**config.mk**
```make
export PLATFORM = sky130hd
export DESIGN_NAME = yuv_rgb_top
export DESIGN_NICKNAME = d
export VERILOG_FILES = /design/src/hw/yuv_rgb_pkg.sv /design/src/hw/csc_mac_unit.sv /design/src/hw/csc_sequencer.sv /design/src/hw/pair_address_counter.sv /design/src/hw/rgb_clip_pack.sv /design/src/hw/yuv_rgb_top.sv
export SDC_FILE = /design/constraint.sdc
export NUM_CORES = 2
export LEC_CHECK = 0
export BUFFER_PORTS_ARGS = -buffer_cell sky130_fd_sc_hd__buf_2
export CORE_MARGIN = 2
export CORE_UTILIZATION = 60
export CTS_BUF_LIST = sky130_fd_sc_hd__clkbuf_16
export DETAILED_ROUTE_END_ITERATION = 8
export PLACE_DENSITY = 0.83
export REMOVE_ABC_BUFFERS = 1
export SYNTH_ARGS = -nofsm -noshare
export SYNTH_HDL_FRONTEND = slang
export SYNTH_HIERARCHICAL = 1
export SYNTH_SLANG_ARGS = --single-unit
export TNS_END_PERCENT = 5
```
**constraint.sdc**
```tcl
create_clock -name CLOCK -period 21.5 [get_ports CLOCK]
set_input_delay 2.15 -clock CLOCK [delete_from_list [all_inputs] [get_ports CLOCK]]
set_output_delay 2.15 -clock CLOCK [all_outputs]
set_load 0.05 [all_outputs]
```
**src/hw/yuv_rgb_pkg.sv**
```systemverilog
package yuv_rgb_pkg;

   localparam int ADDR_W = 18; // sram address
   localparam int DATA_W = 16; // sram word
   localparam int PIX_W  = 8;
   localparam int ACC_W  = 32;

   // offsets removed before the multiply
   localparam logic signed [ACC_W-1:0] Y_OFFSET = 32'sd16;
   localparam logic signed [ACC_W-1:0] C_OFFSET = 32'sd128;

   // 16.16 fixed point
   localparam logic signed [ACC_W-1:0] COEF_Y  = 32'sd76284;
   localparam logic signed [ACC_W-1:0] COEF_RV = 32'sd104595;
   localparam logic signed [ACC_W-1:0] COEF_GU = 32'sd25624;
   localparam logic signed [ACC_W-1:0] COEF_GV = 32'sd53281;
   localparam logic signed [ACC_W-1:0] COEF_BU = 32'sd132251;

   typedef enum logic [3:0] {
      IDLE,
      RD_Y,
      RD_U,
      RD_V,
      MAC_Y,
      MAC_BU,
      MAC_GU,
      MAC_RV,
      MAC_GV,
      CLIP,
      WR_0,
      WR_1,
      WR_2
   } csc_state_t;

   typedef enum logic [2:0] {
      MAC_NONE,
      MAC_LOAD_Y,
      MAC_ADD_BU,
      MAC_SUB_GU,
      MAC_ADD_RV,
      MAC_SUB_GV
   } mac_op_t;

   typedef enum logic [1:0] {SEL_Y, SEL_U, SEL_V, SEL_RGB} addr_sel_t;

endpackage

```
**src/hw/csc_mac_unit.sv**
```systemverilog
`timescale 1ns/10ps

module csc_mac_unit (
   input  logic                                  CLOCK,
   input  logic                                  Resetn,
   input  logic [yuv_rgb_pkg::DATA_W-1:0]        sram_read_data,
   input  logic                                  cap_y,
   input  logic                                  cap_u,
   input  logic                                  cap_v,
   input  logic                                  pair_odd,
   input  yuv_rgb_pkg::mac_op_t                  mac_op,
   output logic signed [yuv_rgb_pkg::ACC_W-1:0]  acc_r_even,
   output logic signed [yuv_rgb_pkg::ACC_W-1:0]  acc_r_odd,
   output logic signed [yuv_rgb_pkg::ACC_W-1:0]  acc_g_even,
   output logic signed [yuv_rgb_pkg::ACC_W-1:0]  acc_g_odd,
   output logic signed [yuv_rgb_pkg::ACC_W-1:0]  acc_b_even,
   output logic signed [yuv_rgb_pkg::ACC_W-1:0]  acc_b_odd
);
   import yuv_rgb_pkg::*;

   logic [DATA_W-1:0] y_word; // even pixel in the high byte
   logic [PIX_W-1:0] u_byte, v_byte;
   logic signed [ACC_W-1:0] coef;
   logic signed [ACC_W-1:0] op_even, op_odd;
   logic signed [ACC_W-1:0] prod_even, prod_odd;
   logic signed [ACC_W-1:0] u_term, v_term;

   always_ff @(posedge CLOCK) begin
      if (cap_y) y_word <= sram_read_data;
      if (cap_u) u_byte <= pair_odd ? sram_read_data[7:0] : sram_read_data[15:8];
      if (cap_v) v_byte <= pair_odd ? sram_read_data[7:0] : sram_read_data[15:8];
   end

   assign u_term = $signed({{(ACC_W-PIX_W){1'b0}}, u_byte}) - C_OFFSET;
   assign v_term = $signed({{(ACC_W-PIX_W){1'b0}}, v_byte}) - C_OFFSET;

   // operand select, chroma shared by both pixels
   always_comb begin
      coef = '0;
      op_even = '0;
      op_odd = '0;
      case (mac_op)
         MAC_LOAD_Y: begin
            coef = COEF_Y;
            op_even = $signed({{(ACC_W-PIX_W){1'b0}}, y_word[15:8]}) - Y_OFFSET;
            op_odd = $signed({{(ACC_W-PIX_W){1'b0}}, y_word[7:0]}) - Y_OFFSET;
         end
         MAC_ADD_BU, MAC_SUB_GU: begin
            coef = (mac_op == MAC_ADD_BU) ? COEF_BU : COEF_GU;
            op_even = u_term;
            op_odd = u_term;
         end
         MAC_ADD_RV, MAC_SUB_GV: begin
            coef = (mac_op == MAC_ADD_RV) ? COEF_RV : COEF_GV;
            op_even = v_term;
            op_odd = v_term;
         end
         default: ;
      endcase
   end

   assign prod_even = coef * op_even;
   assign prod_odd = coef * op_odd;

   always_ff @(posedge CLOCK) begin
      case (mac_op)
         MAC_LOAD_Y: begin // luma base into every channel
            acc_r_even <= prod_even;
            acc_g_even <= prod_even;
            acc_b_even <= prod_even;
            acc_r_odd <= prod_odd;
            acc_g_odd <= prod_odd;
            acc_b_odd <= prod_odd;
         end
         MAC_ADD_BU: begin
            acc_b_even <= acc_b_even + prod_even;
            acc_b_odd <= acc_b_odd + prod_odd;
         end
         MAC_SUB_GU, MAC_SUB_GV: begin
            acc_g_even <= acc_g_even - prod_even;
            acc_g_odd <= acc_g_odd - prod_odd;
         end
         MAC_ADD_RV: begin
            acc_r_even <= acc_r_even + prod_even;
            acc_r_odd <= acc_r_odd + prod_odd;
         end
         default: ;
      endcase
   end

   a_op_known: assert property (@(posedge CLOCK) disable iff (!Resetn)
      !$isunknown(mac_op));

endmodule

```
**src/hw/csc_sequencer.sv**
```systemverilog
`timescale 1ns/10ps

module csc_sequencer (
   input  logic                   CLOCK,
   input  logic                   Resetn,
   input  logic                   start,
   input  logic                   last_pair,
   output logic                   done,
   output yuv_rgb_pkg::addr_sel_t addr_sel,
   output yuv_rgb_pkg::mac_op_t   mac_op,
   output logic                   cap_y,
   output logic                   cap_u,
   output logic                   cap_v,
   output logic                   clip_load,
   output logic [1:0]             wr_slot,
   output logic                   write_active,
   output logic                   pair_step,
   output logic                   frame_clear
);
   import yuv_rgb_pkg::*;

   csc_state_t state, next_state;

   always_ff @(posedge CLOCK or negedge Resetn) begin
      if (!Resetn) begin
         state <= IDLE;
         done <= 1'b0;
      end else begin
         state <= next_state;
         done <= (state == WR_2) && last_pair; // single pulse on the way back to IDLE
      end
   end

   // fixed 12-cycle schedule per pair
   always_comb begin
      next_state = state;
      case (state)
         IDLE:    if (start && !done) next_state = RD_Y; // done cycle still busy
         RD_Y:    next_state = RD_U;
         RD_U:    next_state = RD_V;
         RD_V:    next_state = MAC_Y;
         MAC_Y:   next_state = MAC_BU;
         MAC_BU:  next_state = MAC_GU;
         MAC_GU:  next_state = MAC_RV;
         MAC_RV:  next_state = MAC_GV;
         MAC_GV:  next_state = CLIP;
         CLIP:    next_state = WR_0;
         WR_0:    next_state = WR_1;
         WR_1:    next_state = WR_2;
         WR_2:    next_state = last_pair ? IDLE : RD_Y;
         default: next_state = IDLE;
      endcase
   end

   always_comb begin
      case (state)
         RD_U:             addr_sel = SEL_U;
         RD_V:             addr_sel = SEL_V;
         WR_0, WR_1, WR_2: addr_sel = SEL_RGB;
         default:          addr_sel = SEL_Y;
      endcase
   end

   always_comb begin
      case (state)
         MAC_Y:   mac_op = MAC_LOAD_Y;
         MAC_BU:  mac_op = MAC_ADD_BU;
         MAC_GU:  mac_op = MAC_SUB_GU;
         MAC_RV:  mac_op = MAC_ADD_RV;
         MAC_GV:  mac_op = MAC_SUB_GV;
         default: mac_op = MAC_NONE;
      endcase
   end

   // read data lands two cycles after its address
   assign cap_y = (state == RD_V);
   assign cap_u = (state == MAC_Y);
   assign cap_v = (state == MAC_BU);
   assign clip_load = (state == CLIP);

   assign wr_slot = (state == WR_1) ? 2'd1 : (state == WR_2) ? 2'd2 : 2'd0;
   assign write_active = (state == WR_0) || (state == WR_1) || (state == WR_2);
   assign pair_step = (state == WR_2);
   assign frame_clear = (state == IDLE) && start && !done;

   a_done_pulse: assert property (@(posedge CLOCK) disable iff (!Resetn)
      done |=> (state == IDLE) && !done);

   // write slots step through 0 to 2 in back-to-back cycles and then stop
   a_write_slot: assert property (@(posedge CLOCK) disable iff (!Resetn)
      write_active |=> ($past(wr_slot) < 2'd2)
         ? (write_active && (wr_slot == $past(wr_slot) + 2'd1)) : !write_active);

endmodule

```
**src/hw/pair_address_counter.sv**
```systemverilog
`timescale 1ns/10ps

module pair_address_counter #(
   parameter int PIXEL_PAIRS = 38400,
   parameter int U_BASE      = 38400,
   parameter int V_BASE      = 57600,
   parameter int RGB_BASE    = 146944
) (
   input  logic                           CLOCK,
   input  logic                           Resetn,
   input  logic                           frame_clear,
   input  logic                           pair_step,
   input  yuv_rgb_pkg::addr_sel_t         addr_sel,
   input  logic [1:0]                     wr_slot,
   output logic [yuv_rgb_pkg::ADDR_W-1:0] sram_address,
   output logic                           pair_odd,
   output logic                           last_pair
);
   import yuv_rgb_pkg::*;

   logic [ADDR_W-1:0] pair_idx; // also the Y word address
   logic [ADDR_W-1:0] rgb_ptr;  // first write word of this pair
   logic [ADDR_W-1:0] chroma_idx;

   always_ff @(posedge CLOCK or negedge Resetn) begin
      if (!Resetn) begin
         pair_idx <= '0;
         rgb_ptr <= ADDR_W'(RGB_BASE);
      end else if (frame_clear) begin
         pair_idx <= '0;
         rgb_ptr <= ADDR_W'(RGB_BASE);
      end else if (pair_step) begin
         pair_idx <= last_pair ? '0 : pair_idx + 1'b1;
         rgb_ptr <= rgb_ptr + ADDR_W'(3); // three words per pair
      end
   end

   assign last_pair = (pair_idx == ADDR_W'(PIXEL_PAIRS - 1));
   assign pair_odd = pair_idx[0];
   assign chroma_idx = {1'b0, pair_idx[ADDR_W-1:1]}; // one U/V word serves two pairs

   always_comb begin
      case (addr_sel)
         SEL_U:   sram_address = ADDR_W'(U_BASE) + chroma_idx;
         SEL_V:   sram_address = ADDR_W'(V_BASE) + chroma_idx;
         SEL_RGB: sram_address = rgb_ptr + ADDR_W'(wr_slot);
         default: sram_address = pair_idx;
      endcase
   end

   a_pair_range: assert property (@(posedge CLOCK) disable iff (!Resetn)
      pair_idx < ADDR_W'(PIXEL_PAIRS));

endmodule

```
**src/hw/rgb_clip_pack.sv**
```systemverilog
`timescale 1ns/10ps

module rgb_clip_pack (
   input  logic                                 CLOCK,
   input  logic                                 Resetn,
   input  logic                                 clip_load,
   input  logic [1:0]                           wr_slot,
   input  logic signed [yuv_rgb_pkg::ACC_W-1:0] acc_r_even,
   input  logic signed [yuv_rgb_pkg::ACC_W-1:0] acc_r_odd,
   input  logic signed [yuv_rgb_pkg::ACC_W-1:0] acc_g_even,
   input  logic signed [yuv_rgb_pkg::ACC_W-1:0] acc_g_odd,
   input  logic signed [yuv_rgb_pkg::ACC_W-1:0] acc_b_even,
   input  logic signed [yuv_rgb_pkg::ACC_W-1:0] acc_b_odd,
   output logic [yuv_rgb_pkg::DATA_W-1:0]       sram_write_data
);
   import yuv_rgb_pkg::*;

   logic [PIX_W-1:0] r_even, r_odd, g_even, g_odd, b_even, b_odd;

   // floor of acc/65536, clamped to 0..255
   function automatic logic [PIX_W-1:0] clip8(input logic signed [ACC_W-1:0] acc);
      if (acc[ACC_W-1]) return '0;
      else if (|acc[ACC_W-2:24]) return '1;
      else return acc[23:16];
   endfunction

   always_ff @(posedge CLOCK or negedge Resetn) begin
      if (!Resetn) begin
         {r_even, r_odd, g_even, g_odd, b_even, b_odd} <= '0;
      end else if (clip_load) begin
         r_even <= clip8(acc_r_even);
         r_odd <= clip8(acc_r_odd);
         g_even <= clip8(acc_g_even);
         g_odd <= clip8(acc_g_odd);
         b_even <= clip8(acc_b_even);
         b_odd <= clip8(acc_b_odd);
      end
   end

   always_comb begin
      case (wr_slot)
         2'd0:    sram_write_data = {r_even, g_even};
         2'd1:    sram_write_data = {b_even, r_odd};
         default: sram_write_data = {g_odd, b_odd}; // last word of the pair
      endcase
   end

endmodule

```
**src/hw/yuv_rgb_top.sv**
```systemverilog
`timescale 1ns/10ps

module yuv_rgb_top #(
   parameter int PIXEL_PAIRS = 38400, // must be even
   parameter int U_BASE      = 38400,
   parameter int V_BASE      = 57600,
   parameter int RGB_BASE    = 146944
) (
   input  logic                             CLOCK,
   input  logic                             Resetn,
   input  logic                             start,
   output logic                             done,
   output logic [yuv_rgb_pkg::ADDR_W-1:0]   sram_address,
   output logic [yuv_rgb_pkg::DATA_W-1:0]   sram_write_data,
   input  logic [yuv_rgb_pkg::DATA_W-1:0]   sram_read_data,
   output logic                             sram_we_n
);
   import yuv_rgb_pkg::*;

   addr_sel_t addr_sel;
   mac_op_t mac_op;
   logic cap_y, cap_u, cap_v;
   logic clip_load;
   logic [1:0] wr_slot;
   logic write_active;
   logic pair_step, frame_clear;
   logic last_pair, pair_odd;
   logic signed [ACC_W-1:0] acc_r_even, acc_r_odd;
   logic signed [ACC_W-1:0] acc_g_even, acc_g_odd;
   logic signed [ACC_W-1:0] acc_b_even, acc_b_odd;

   assign sram_we_n = ~write_active; // write strobe is active low

   csc_sequencer u_seq (
      .CLOCK(CLOCK), .Resetn(Resetn), .start(start), .last_pair(last_pair),
      .done(done), .addr_sel(addr_sel), .mac_op(mac_op),
      .cap_y(cap_y), .cap_u(cap_u), .cap_v(cap_v),
      .clip_load(clip_load), .wr_slot(wr_slot), .write_active(write_active),
      .pair_step(pair_step), .frame_clear(frame_clear)
   );

   pair_address_counter #(
      .PIXEL_PAIRS(PIXEL_PAIRS), .U_BASE(U_BASE), .V_BASE(V_BASE), .RGB_BASE(RGB_BASE)
   ) u_cnt (
      .CLOCK(CLOCK), .Resetn(Resetn), .frame_clear(frame_clear), .pair_step(pair_step),
      .addr_sel(addr_sel), .wr_slot(wr_slot),
      .sram_address(sram_address), .pair_odd(pair_odd), .last_pair(last_pair)
   );

   csc_mac_unit u_mac (
      .CLOCK(CLOCK), .Resetn(Resetn), .sram_read_data(sram_read_data),
      .cap_y(cap_y), .cap_u(cap_u), .cap_v(cap_v), .pair_odd(pair_odd), .mac_op(mac_op),
      .acc_r_even(acc_r_even), .acc_r_odd(acc_r_odd),
      .acc_g_even(acc_g_even), .acc_g_odd(acc_g_odd),
      .acc_b_even(acc_b_even), .acc_b_odd(acc_b_odd)
   );

   rgb_clip_pack u_pack (
      .CLOCK(CLOCK), .Resetn(Resetn), .clip_load(clip_load), .wr_slot(wr_slot),
      .acc_r_even(acc_r_even), .acc_r_odd(acc_r_odd),
      .acc_g_even(acc_g_even), .acc_g_odd(acc_g_odd),
      .acc_b_even(acc_b_even), .acc_b_odd(acc_b_odd),
      .sram_write_data(sram_write_data)
   );

endmodule

```
==> reports/qor.yml <==
dpl.hpwl_um: 80370
syn_inst: 4450
max_stage_delay_ns: 0.87
share_of_the_synthesized_area_in_the_top_cell_type_pct: 19.18
post_synth_most_frequent_cells: "inv_1, nand2_1, ha_1"
antenna_violations_before_repair: 4
min_period_over_period_pct: 60.67
routedLengthMet1_um: 40970
boundaryPins: 55
numPortBuffers: 54
final.setup_skew_ns: 0.01691
synthesis.area_um2: 39450
drt-initial-drc-count: 2748
fill_cells: 5266
h-tree-depth: 2
status: "complete, no violations"
post_placement_cell_area_um2: 40630
synth-async-reset-ratio_pct: 28.43
layout-drive-gt1-share_pct: 5.710
die_w_um: 260.4
critical_path.max_fanout: 20
powerDensity_nw_per_um2: 32.35
synth_area_leaders: "fa_1, edfxtp_1, ha_1"
cts.repair.resized: 0
insertion_delay_ns: 0.59
cts-root-to-sink-buffers: 3
flow.area_growth_from_synthesis_pct: 6.131
place.detailed.instances: 5278
fin_cells: 5352
area_enclosed_by_the_die_boundary_um2: 67820
rsz_0062_raised_after_global_routing: "no"
number_of_design_rule_violations_left_after_detail_routing: 0
worst_slew_pin_slew_ns: 1.262
synth_top_cell_by_area: "fa_1"
routed-wl-met2_um: 48660
number_of_vias_after_detailed_routing: 31950
vdd_drop_max_uv: 46.40
headroom_to_the_max_slew_limit_pct: 15.87
max_used_layer: "met5"
synthesis.area_per_instance_um2: 8.865
min-delay-path-class: "flop to flop"
ys_ff_latch: 313
cts_root_buffer: "clkbuf_16"
wl_met3_um: 8053
crit_path_frequent_cell: "a21oi_1"
synth.yosys.seq_area_share_pct: 22.71
stdcell_area_um2: 41870
tritoncts: "built"
first_pass_iters: 6
vias_per_cell: 5.970
fin_setup_tns_ns: 0
maxSlewViolCount: 0
routed_wl_um: 102000
setup.reg_to_reg.worst_slack_ns: 8.46
design.core.area_um2: 65390
cts_hold_repair.buffers: 0
critical_path.startpoint_type: "flop"
timing_worst_setup_path_type: "flop to flop"
finalNetCount: 5239
wl_per_cell_um: 19.06
floorplan.initialDensity_pct: 60.33
finish_stage_setup_viols: 0
globalplace.congestion: 0.9708
synth.distinct_cells: 107
power.static_leakage_uw: 0.02044
cpMaxStageDelayCell: "nand2_1"
grt_pass1_wl_um: 166000
grtUsageTotal_pct: 30.70
postRouteAntennaNets: 0
post_cts_buffers: 0
placement_rows: 94
achievable-frequency_mhz: 76.66
synth.most_common_cell: "inv_1"
synth_edf_count: 224
final_hold_viol_count: 0
die-height_um: 260.4
cts_num_sinks: 313
first_global_vias: 32600
ys_dominant_reg_cell: "edfxtp_1"
grt-ovfl-total: 0
cts_buffers: 38
cap_violations: 0
ys_warn_count: 6
grt_start_max_net_pins: 90
min_cycle_time_layout_ns: 13.04
capturing_element_type_of_the_critical_path: "flop"
worst_path_required_time_ns: 21.80
clk_pin_slew_ns: 0.06
timing.critical_path.arrival_ns: 13.35
[per-layer routing]
| metal | vias to the layer above | global-route usage, % |
|---|---|---|
| met4 | 2 | 12.29 |
| met5 | - | 0.8547 |
| met3 | 284 | 5.497 |
| li1 | 14940 | - |
| met1 | 15470 | 39.12 |
| met2 | 1252 | 51.81 |
[worst paths after layout]
kind,startpoint,end,cells past startpoint
max in group asynchronous,Resetn,u_pack/b_odd[3]$_DFFE_PN0P_,2
worst min-delay path,u_mac/acc_r_even[22]$_DFFE_PP_,u_pack/r_even[6]$_DFFE_PN0P_,2
worst min register to register,u_mac/acc_r_even[22]$_DFFE_PP_,u_pack/r_even[6]$_DFFE_PN0P_,2
worst max-delay path,u_seq/state[2]$_DFFE_PN0P_,u_mac/acc_g_even[29]$_DFFE_PP_,41
worst max register to register,u_seq/state[2]$_DFFE_PN0P_,u_mac/acc_g_even[29]$_DFFE_PP_,41
min in group asynchronous,Resetn,u_cnt/pair_idx[4]$_DFFE_PN0P_,1
[critical path, delay by kind of cell, from the launching register on]
kind                     cells  cell delay [ns]
AO/OA/AOI/OAI               16             4.38
adder cells (fa/ha/maj)      9             3.60
AND/OR/NAND/NOR             11             3.43
flip-flops                   1             0.54
XOR/XNOR                     1             0.42
multiplexers                 1             0.22
buffers and inverters        3             0.15
[area by class of cell]
| cell class | count | area, µm² | area share, % |
|---|---|---|---|
| Multi-Input combinational cell | 3206 | 27020 | 64.53 |
| Sequential cell | 313 | 8961 | 21.40 |
| Inverter | 802 | 3010 | 7.190 |
| Tap cell | 864 | 1081 | 2.582 |
| Clock buffer | 43 | 1076 | 2.570 |
| Timing Repair Buffer | 93 | 565.5 | 1.351 |
| Clock inverter | 26 | 143.9 | 0.3437 |
| Antenna cell | 5 | 12.51 | 0.02988 |
[power by group]
group / internal, µW / switching, µW
Sequential: 649 / 16.6
Combinational: 16.2 / 27.8
Clock: 361 / 284
Total: 1030 / 328
[kinds of logic (layout without fill, tap and decap cells)]
logic type               after synthesis  after routing  synth area share (%)
adder cells (fa/ha/maj)              774            774                 31.69
AO/OA/AOI/OAI                       1007           1007                 16.23
multiplexers                          43             43                 1.145
XOR/XNOR                             265            265                 5.940
other                                  0              5                     0
AND/OR/NAND/NOR                     1117           1117                 13.31
flip-flops                           313            313                 22.71
buffers and inverters                931            964                 8.969
[state kept, by name, indices dropped and copies added (netlist names), 8 cells and up]
name and flops:
u_pack/g_odd 8, u_mac/u_byte 8, u_pack/b_odd 8, u_mac/y_word 16, u_pack/b_even 8, u_mac/acc_b_odd 32
u_cnt/rgb_ptr 18, u_mac/v_byte 8, u_mac/acc_r_odd 32, u_pack/r_even 8, u_mac/acc_g_odd 32, u_mac/acc_r_even 32
u_pack/r_odd 8, u_pack/g_even 8, u_mac/acc_b_even 32, u_mac/acc_g_even 32, u_cnt/pair_idx 18
[stage by stage]
| step | power (µW) | hold WS, ns | utilization (%) | worst slack (ns) |
|---|---|---|---|---|
| 2_1_floorplan | 702.7 | 0.5078 | - | 8.376 |
| 3_3_place_gp | 719.3 | 0.5531 | 62.13 | 8.866 |
| 3_5_place_dp | 720.6 | 0.5771 | 62.13 | 8.716 |
| 4_1_cts | 1360 | 0.5847 | 64.00 | 8.672 |
| 5_1_grt | 1388 | 0.6084 | 64.02 | 7.756 |
| 6_report | 1354 | 0.5767 | 64.03 | 8.456 |
[cell usage in the layout (no fill, tap or decap), types with 8 or more instances in the layout]
cell type / synthesis / routed
a211o_1: 9 / 9
a211oi_1: 30 / 30
a21o_1: 108 / 108
a21oi_1: 244 / 244
a221oi_1: 9 / 9
a31oi_1: 73 / 73
and2_1: 29 / 28
and3_1: 18 / 18
and4_1: 9 / 9
buf_2: 12 / 53
buf_4: 1 / 40
clkbuf_16: 0 / 43
dfrtp_1: 83 / 83
edfxtp_1: 224 / 224
fa_1: 378 / 378
ha_1: 388 / 388
inv_1: 799 / 806
mux2_2: 13 / 13
mux2i_1: 29 / 29
nand2_1: 404 / 401
nand2b_1: 38 / 38
nand3_1: 80 / 80
nand4_1: 22 / 22
nor2_1: 336 / 332
nor2b_1: 35 / 35
nor3_1: 46 / 45
nor3b_1: 9 / 8
nor4_1: 11 / 11
o211ai_1: 21 / 21
o21a_1: 32 / 32
o21ai_0: 289 / 289
o21ai_1: 15 / 15
o21bai_1: 34 / 34
o22ai_1: 12 / 12
o31ai_1: 17 / 16
or3_1: 24 / 22
xnor2_1: 167 / 167
xor2_1: 95 / 95
(Power assumes the default switching activity.)
